$ cat config.mk
export PLATFORM = sky130hd
export DESIGN_NAME = routeTop
export DESIGN_NICKNAME = d
export VERILOG_FILES = /design/src/logic/routePkg.sv /design/src/logic/syncFifo.sv /design/src/logic/laneRouter.sv /design/src/logic/routeTop.sv
export SDC_FILE = /design/constraint.sdc
export NUM_CORES = 1
export LEC_CHECK = 0
export BUFFER_PORTS_ARGS = -buffer_cell sky130_fd_sc_hd__buf_2
export CELL_PAD_IN_SITES_DETAIL_PLACEMENT = 1
export CELL_PAD_IN_SITES_GLOBAL_PLACEMENT = 2
export CORE_ASPECT_RATIO = 1.75
export CORE_UTILIZATION = 45
export CTS_CLUSTER_DIAMETER = 60
export CTS_CLUSTER_SIZE = 25
export DETAILED_ROUTE_END_ITERATION = 6
export PLACE_DENSITY = 0.74
export SYNTH_ARGS = -nofsm -noshare
export SYNTH_HDL_FRONTEND = slang
export SYNTH_HIERARCHICAL = 1
export SYNTH_SLANG_ARGS = --single-unit
export TNS_END_PERCENT = 5
$ cat constraint.sdc
create_clock -name inClock -period 3.73 [get_ports inClock]
set_input_delay 0 -clock inClock [delete_from_list [all_inputs] [get_ports inClock]]
set_output_delay 0 -clock inClock [all_outputs]
set_load 0.05 [all_outputs]
$ cat src/logic/routePkg.sv
`default_nettype none

package routePkg;

	////////////////////////////////////////
	// Widths and depths
	////////////////////////////////////////
	localparam int dataW     = 4;                   // Nibble
	localparam int laneCount = 4;                   // Lane accumulators
	localparam int laneW     = $clog2(laneCount);   // Lane select, 2 bits
	localparam int fifoDepth = 8;                   // Entries per FIFO
	localparam int ptrW      = $clog2(fifoDepth);   // Pointer, wraps at depth
	localparam int countW    = ptrW + 1;            // Holds 0 up to fifoDepth

	// Occupancy at which a FIFO reports full
	localparam logic [countW-1:0] fullCount = countW'(fifoDepth);

	////////////////////////////////////////
	// Packed words
	////////////////////////////////////////

	// Select field, one per written nibble
	typedef struct packed {
		logic [laneW-1:0] laneSel;    // Lane to update
		logic             reverseEn;  // Bit-reverse the result
	} routeSel_t;

	// Input FIFO entry, 7 bits
	typedef struct packed {
		logic [dataW-1:0] data;
		routeSel_t        sel;
	} inWord_t;

	// Output FIFO entry, 6 bits
	typedef struct packed {
		logic [laneW-1:0] lane;  // Tag, copy of laneSel
		logic [dataW-1:0] data;  // Accumulator value, maybe reversed
	} outWord_t;

endpackage

`default_nettype wire

$ cat src/logic/syncFifo.sv
`default_nettype none

// Circular buffer with strobe push and strobe pop
module syncFifo #(
	parameter type payload_t = logic
) (
	input  logic     inClock,
	input  logic     rstN,
	input  logic     push,       // Dropped when full
	input  payload_t pushWord,
	input  logic     pop,        // Ignored when empty
	output payload_t readWord,   // Popped entry one cycle later
	output logic     readValid,
	output payload_t headWord,   // Oldest entry always visible
	output logic     empty,
	output logic     full
);

	payload_t                    mem [routePkg::fifoDepth];
	logic [routePkg::ptrW-1:0]   wrPtr;
	logic [routePkg::ptrW-1:0]   rdPtr;
	logic [routePkg::countW-1:0] count;  // Occupancy
	logic                        doPush;
	logic                        doPop;

	////////////////////////////////////////
	// Flags and qualified strobes
	////////////////////////////////////////
	assign empty    = (count == '0);
	assign full     = (count == routePkg::fullCount);
	assign doPush   = push && !full;
	assign doPop    = pop && !empty;
	assign headWord = mem[rdPtr];

	////////////////////////////////////////
	// Pointers, count, valid
	////////////////////////////////////////
	always_ff @(posedge inClock) begin
		if (!rstN) begin
			wrPtr     <= '0;
			rdPtr     <= '0;
			count     <= '0;
			readValid <= 1'b0;
		end else begin
			if (doPush) begin
				wrPtr <= wrPtr + 1'b1;  // Wraps since depth is a power of two
			end
			if (doPop) begin
				rdPtr <= rdPtr + 1'b1;
			end
			case ({doPush, doPop})
				2'b10:   count <= count + 1'b1;
				2'b01:   count <= count - 1'b1;
				default: count <= count;  // Both or neither
			endcase
			readValid <= doPop;  // High one cycle only
		end
	end

	// Storage and read register
	always_ff @(posedge inClock) begin
		if (doPush) begin
			mem[wrPtr] <= pushWord;
		end
		if (doPop) begin
			readWord <= mem[rdPtr];
		end
	end

	////////////////////////////////////////
	// Checks
	////////////////////////////////////////
	assert property (@(posedge inClock) disable iff (!rstN)
		count <= routePkg::fullCount);

	// Pop of an empty FIFO yields nothing
	assert property (@(posedge inClock) disable iff (!rstN)
		(pop && empty) |=> !readValid);

endmodule

`default_nettype wire

$ cat src/logic/laneRouter.sv
`default_nettype none

// Drains the input FIFO into four XOR lane accumulators
module laneRouter (
	input  logic               inClock,
	input  logic               rstN,
	input  logic               srcEmpty,  // Input FIFO empty
	input  routePkg::inWord_t  srcWord,   // Popped entry
	input  logic               srcValid,  // srcWord holds a popped entry
	output logic               srcPop,
	input  logic               dstFull,   // Output FIFO full
	output logic               dstPush,
	output routePkg::outWord_t dstWord
);

	logic [routePkg::dataW-1:0] accum [routePkg::laneCount];
	logic                       pending;  // Pop issued and entry not yet here
	logic [routePkg::dataW-1:0] newVal;
	logic [routePkg::dataW-1:0] revVal;

	////////////////////////////////////////
	// Pop decision
	////////////////////////////////////////

	// Room check counts the in-flight entry.
	// With one pending, the output FIFO
	// might fill on its push, so hold off.
	assign srcPop = !srcEmpty && !dstFull && !pending;

	always_ff @(posedge inClock) begin
		if (!rstN) begin
			pending <= 1'b0;
		end else begin
			pending <= srcPop;  // Entry lands next cycle
		end
	end

	////////////////////////////////////////
	// Accumulate and transform
	////////////////////////////////////////
	assign newVal = accum[srcWord.sel.laneSel] ^ srcWord.data;

	// Bit reversal of the new value
	always_comb begin
		for (int i = 0; i < routePkg::dataW; i++) begin
			revVal[i] = newVal[routePkg::dataW-1-i];
		end
	end

	// Lanes keep the plain value and reversal is on the way out only
	always_ff @(posedge inClock) begin
		if (!rstN) begin
			for (int i = 0; i < routePkg::laneCount; i++) begin
				accum[i] <= '0;
			end
		end else if (srcValid) begin
			accum[srcWord.sel.laneSel] <= newVal;
		end
	end

	////////////////////////////////////////
	// Push to output FIFO
	////////////////////////////////////////
	assign dstPush = srcValid;  // Same edge as the lane update
	assign dstWord = '{
		lane: srcWord.sel.laneSel,                         // Tag
		data: srcWord.sel.reverseEn ? revVal : newVal
	};

	////////////////////////////////////////
	// Checks
	////////////////////////////////////////

	// Flow control keeps the output FIFO from overflowing
	assert property (@(posedge inClock) disable iff (!rstN)
		dstPush |-> !dstFull);

endmodule

`default_nettype wire

$ cat src/logic/routeTop.sv
`default_nettype none

// Writer -> inFifo -> laneRouter -> outFifo -> reader
module routeTop (
	input  logic                       inClock,
	input  logic                       rstN,
	input  logic                       inWrite,     // Write strobe
	input  logic [routePkg::dataW-1:0] inData,
	input  routePkg::routeSel_t        inSel,
	input  logic                       readEnable,  // Read strobe
	output routePkg::outWord_t         outWord,
	output logic                       outValid,    // One cycle after readEnable
	output logic                       inFull
);

	routePkg::inWord_t  inEntry;   // Packed write
	routePkg::inWord_t  srcWord;
	logic               srcEmpty;
	logic               srcValid;
	logic               srcPop;
	logic               dstFull;
	logic               dstPush;
	routePkg::outWord_t dstWord;

	assign inEntry = '{data: inData, sel: inSel};

	////////////////////////////////////////
	// Input side
	////////////////////////////////////////
	syncFifo #(
		.payload_t (routePkg::inWord_t)
	) inFifo (
		.inClock   (inClock),
		.rstN      (rstN),
		.push      (inWrite),
		.pushWord  (inEntry),
		.pop       (srcPop),
		.readWord  (srcWord),
		.readValid (srcValid),
		.headWord  (),
		.empty     (srcEmpty),
		.full      (inFull)     // Writes while full are dropped
	);

	laneRouter router (
		.inClock  (inClock),
		.rstN     (rstN),
		.srcEmpty (srcEmpty),
		.srcWord  (srcWord),
		.srcValid (srcValid),
		.srcPop   (srcPop),
		.dstFull  (dstFull),
		.dstPush  (dstPush),
		.dstWord  (dstWord)
	);

	////////////////////////////////////////
	// Output side
	////////////////////////////////////////
	syncFifo #(
		.payload_t (routePkg::outWord_t)
	) outFifo (
		.inClock   (inClock),
		.rstN      (rstN),
		.push      (dstPush),
		.pushWord  (dstWord),
		.pop       (readEnable),  // Empty reads ignored
		.readWord  (outWord),
		.readValid (outValid),
		.headWord  (),
		.empty     (),
		.full      (dstFull)
	);

endmodule

`default_nettype wire

==> results.json <==
{
  "grt_usage": 0.179,
  "root_buffer": "clkbuf_16",
  "drt_first_pass_iters": 6,
  "seqCellArea_mm2": 0.00457,
  "r2r_start": "outFifo/count[1]",
  "cts_max_path_buffers": 2,
  "die_h_um": 168,
  "crit_slowest_cell": "o41a_1",
  "min_path_type": "primary input to register",
  "post_cts_buffers": 0,
  "cts_made_buffers": 17,
  "die-width_um": 96.8,
  "wl_per_cell_um": 20.3,
  "worstSetupStartpoint": "outFifo/count[1]",
  "worstSetupStartpointType": "register",
  "routed_via_density": 5.48,
  "grt_max_degree": 35,
  "io_buffers": 18,
  "core_area_mm2": 0.0154,
  "max_slew_margin": 0.209,
  "leakage_nw": 2.69,
  "use_met2": 0.362,
  "worstMarginPinSlew_ns": 1.18,
  "ant_nets": 0,
  "busiest_layer": "met2",
  "synth_area_mm2": 0.00708,
  "hpwl_um": 9470,
  "vdd_ir_drop_max_uv": 401,
  "final_util": 0.516,
  "finalMaxSlewViolations": 0,
  "gr-usage-met1": 0.164,
  "htreeDepth": 4,
  "cpLargestDelayFamily": "compound AO/OA/AOI/OAI gates",
  "path_depth": 11,
  "max_freq_mhz": 334,
  "gp_congestion": 0.722,
  "timing.rr.end": "inFifo/count[2]",
  "crit_path_end_kind": "register",
  "synthCells": 434,
  "hold_depth": 3,
  "rsz0062_at_grt": "false",
  "drcViolationCount": 0,
  "drt-total-wl_um": 13400,
  "clk_pin_slew_ns": 0.07,
  "grtUsageMet3": 0.0390,
  "path_max_fanout": 13,
  "cts_tree": "done",
  "synth.avg_cell_area_um2": 16.3,
  "outcome": "completed",
  "final_nets": 480,
  "grt_pass1_wl_um": 21400,
  "r2r_cells": 11,
  "required_ns": 4.08,
  "cp.arrival_ns": 3.34,
  "finalCritPeriodShare": 0.803,
  "antenna-diode-count": 0,
  "area_growth_pct": 12.1,
  "slowest_delay_ns": 0.56,
  "path_buf_inv": 1,
  "grt_pass1_vias": 4038,
  "multi_input_area_mm2": 0.00231,
  "fin_crit_ns": 3.00,
  "path_class": "register to register",
  "vias": 3606,
  "pwr_density_cell_mw_per_mm2": 683,
  "drt_iter0_markers": 136,
  "clock_sinks": 162,
  "die-area_mm2": 0.0163,
  "critPathCapture": "inFifo/count[2]",
  "drive_gt1_frac": 0.258,
  "final_hold_viol_count": 0,
  "start_util": 0.460,
  "yosys_warnings": 6,
  "grt.overflow.total": 0,
  "rrSetupSlack_ns": 0.73,
  "fin_skew_ns": 0.0168,
  "io_pins": 19,
  "fillers": 1420,
  "timing.critical_path.cells": "or4b_4, inv_1, nor3_1, o41a_1, ha_1, xor2_1, ha_1, a21oi_1, xor2_1, or3_1, a21boi_0",
  "fp-row-count": 60,
  "clk_latency_ns": 0.43,
  "drv_cap": 0,
  "setup_viol": 0,
  "synth_fp_nets": 455,
  "finalSetupTns_ns": 0,
  "antenna_found_initial": 0
}
[cell usage in the layout (no fill, tap or decap), drive strengths merged, types with 9 or more instances in the layout]
| master | n |
|---|---|
| clkbuf | 17 |
| nor3 | 13 |
| nor2 | 24 |
| ha | 10 |
| xnor2 | 12 |
| xor2 | 9 |
| buf | 25 |
| mux2i | 22 |
| inv | 11 |
| edfxtp | 133 |
| dfxtp | 29 |
| and2 | 16 |
| nand3 | 10 |
| mux2 | 17 |
| nand2 | 17 |
| mux4 | 30 |
[per-layer routing]
layer	up-vias	routed length (um)
met4	0	284
met5	-	0
met2	50	8160
li1	1724	-
met1	1812	4670
met3	20	255
[worst reg2reg max path, delay by kind of cell, from the launching register on]
kind                     cells  cell delay (ns)
adder cells (fa/ha/maj)      2             0.53
XOR/XNOR                     2             0.34
buffers and inverters        1             0.05
AND/OR/NAND/NOR              3             0.76
AO/OA/AOI/OAI                3             0.77
flip-flops                   1             0.47
[power breakdown]
part	switching [mW]	internal, mW	leakage, nW
combinational	0.605	0.570	0.950
clock	0.790	0.895	0.280
sequential	0.279	2.28	1.46
total	1.67	3.74	2.69
[stage by stage]
stage          total power, mW  worst slack (ns)  area [um2]  cells  hold WS, ns
3_3_place_gp              3.72             0.853        7270    618        0.258
6_report                  5.41             0.734        7930    658        0.101
5_1_grt                   5.69             0.360        7930    658        0.144
4_1_cts                   5.50             0.701        7930    658        0.101
2_1_floorplan             3.53             0.968        7080    434       0.0989
3_5_place_dp              3.78             0.708        7270    618        0.266
[worst min path at each step]
| stage | start | end |
|---|---|---|
| 2_1_floorplan | inSel[0] | inFifo/mem[0][0] |
| 3_3_place_gp | inSel[0] | inFifo/mem[1][0] |
| 3_5_place_dp | inData[2] | inFifo/mem[4][5] |
| 4_1_cts | rstN | outFifo/count[3] |
| 5_1_grt | rstN | inFifo/wrPtr[1] |
| 6_report | rstN | outFifo/count[3] |
[state kept, by name (all words and copies together), names as in the netlist, named ones only]
| register | cells |
|---|---|
| inFifo/readWord | 7 |
| inFifo/mem | 56 |
| inFifo/rdPtr | 3 |
| router/pending | 1 |
| outFifo/readWord | 6 |
| inFifo/count | 4 |
| outFifo/readValid | 1 |
| inFifo/readValid | 1 |
| outFifo/count | 4 |
| outFifo/mem | 48 |
| router/accum | 16 |
| outFifo/rdPtr | 3 |
| outFifo/wrPtr | 3 |
| inFifo/wrPtr | 3 |
[layout make-up]
cell class                 instances  area share
clock buffer                      17      0.0536
clock inverter                    15      0.0197
sequential                       162       0.577
timing repair buffer              33      0.0281
tap                              186      0.0293
inverter                           2    0.000946
multi-input combinational        243       0.292
[repair_timing]
action | in CTS | in global routing
hold buffers | 8 | 0
endpoints found under the hold margin | 57 | 0
gates resized for setup | 0 | 0
Power figures use the tool's default switching activity.
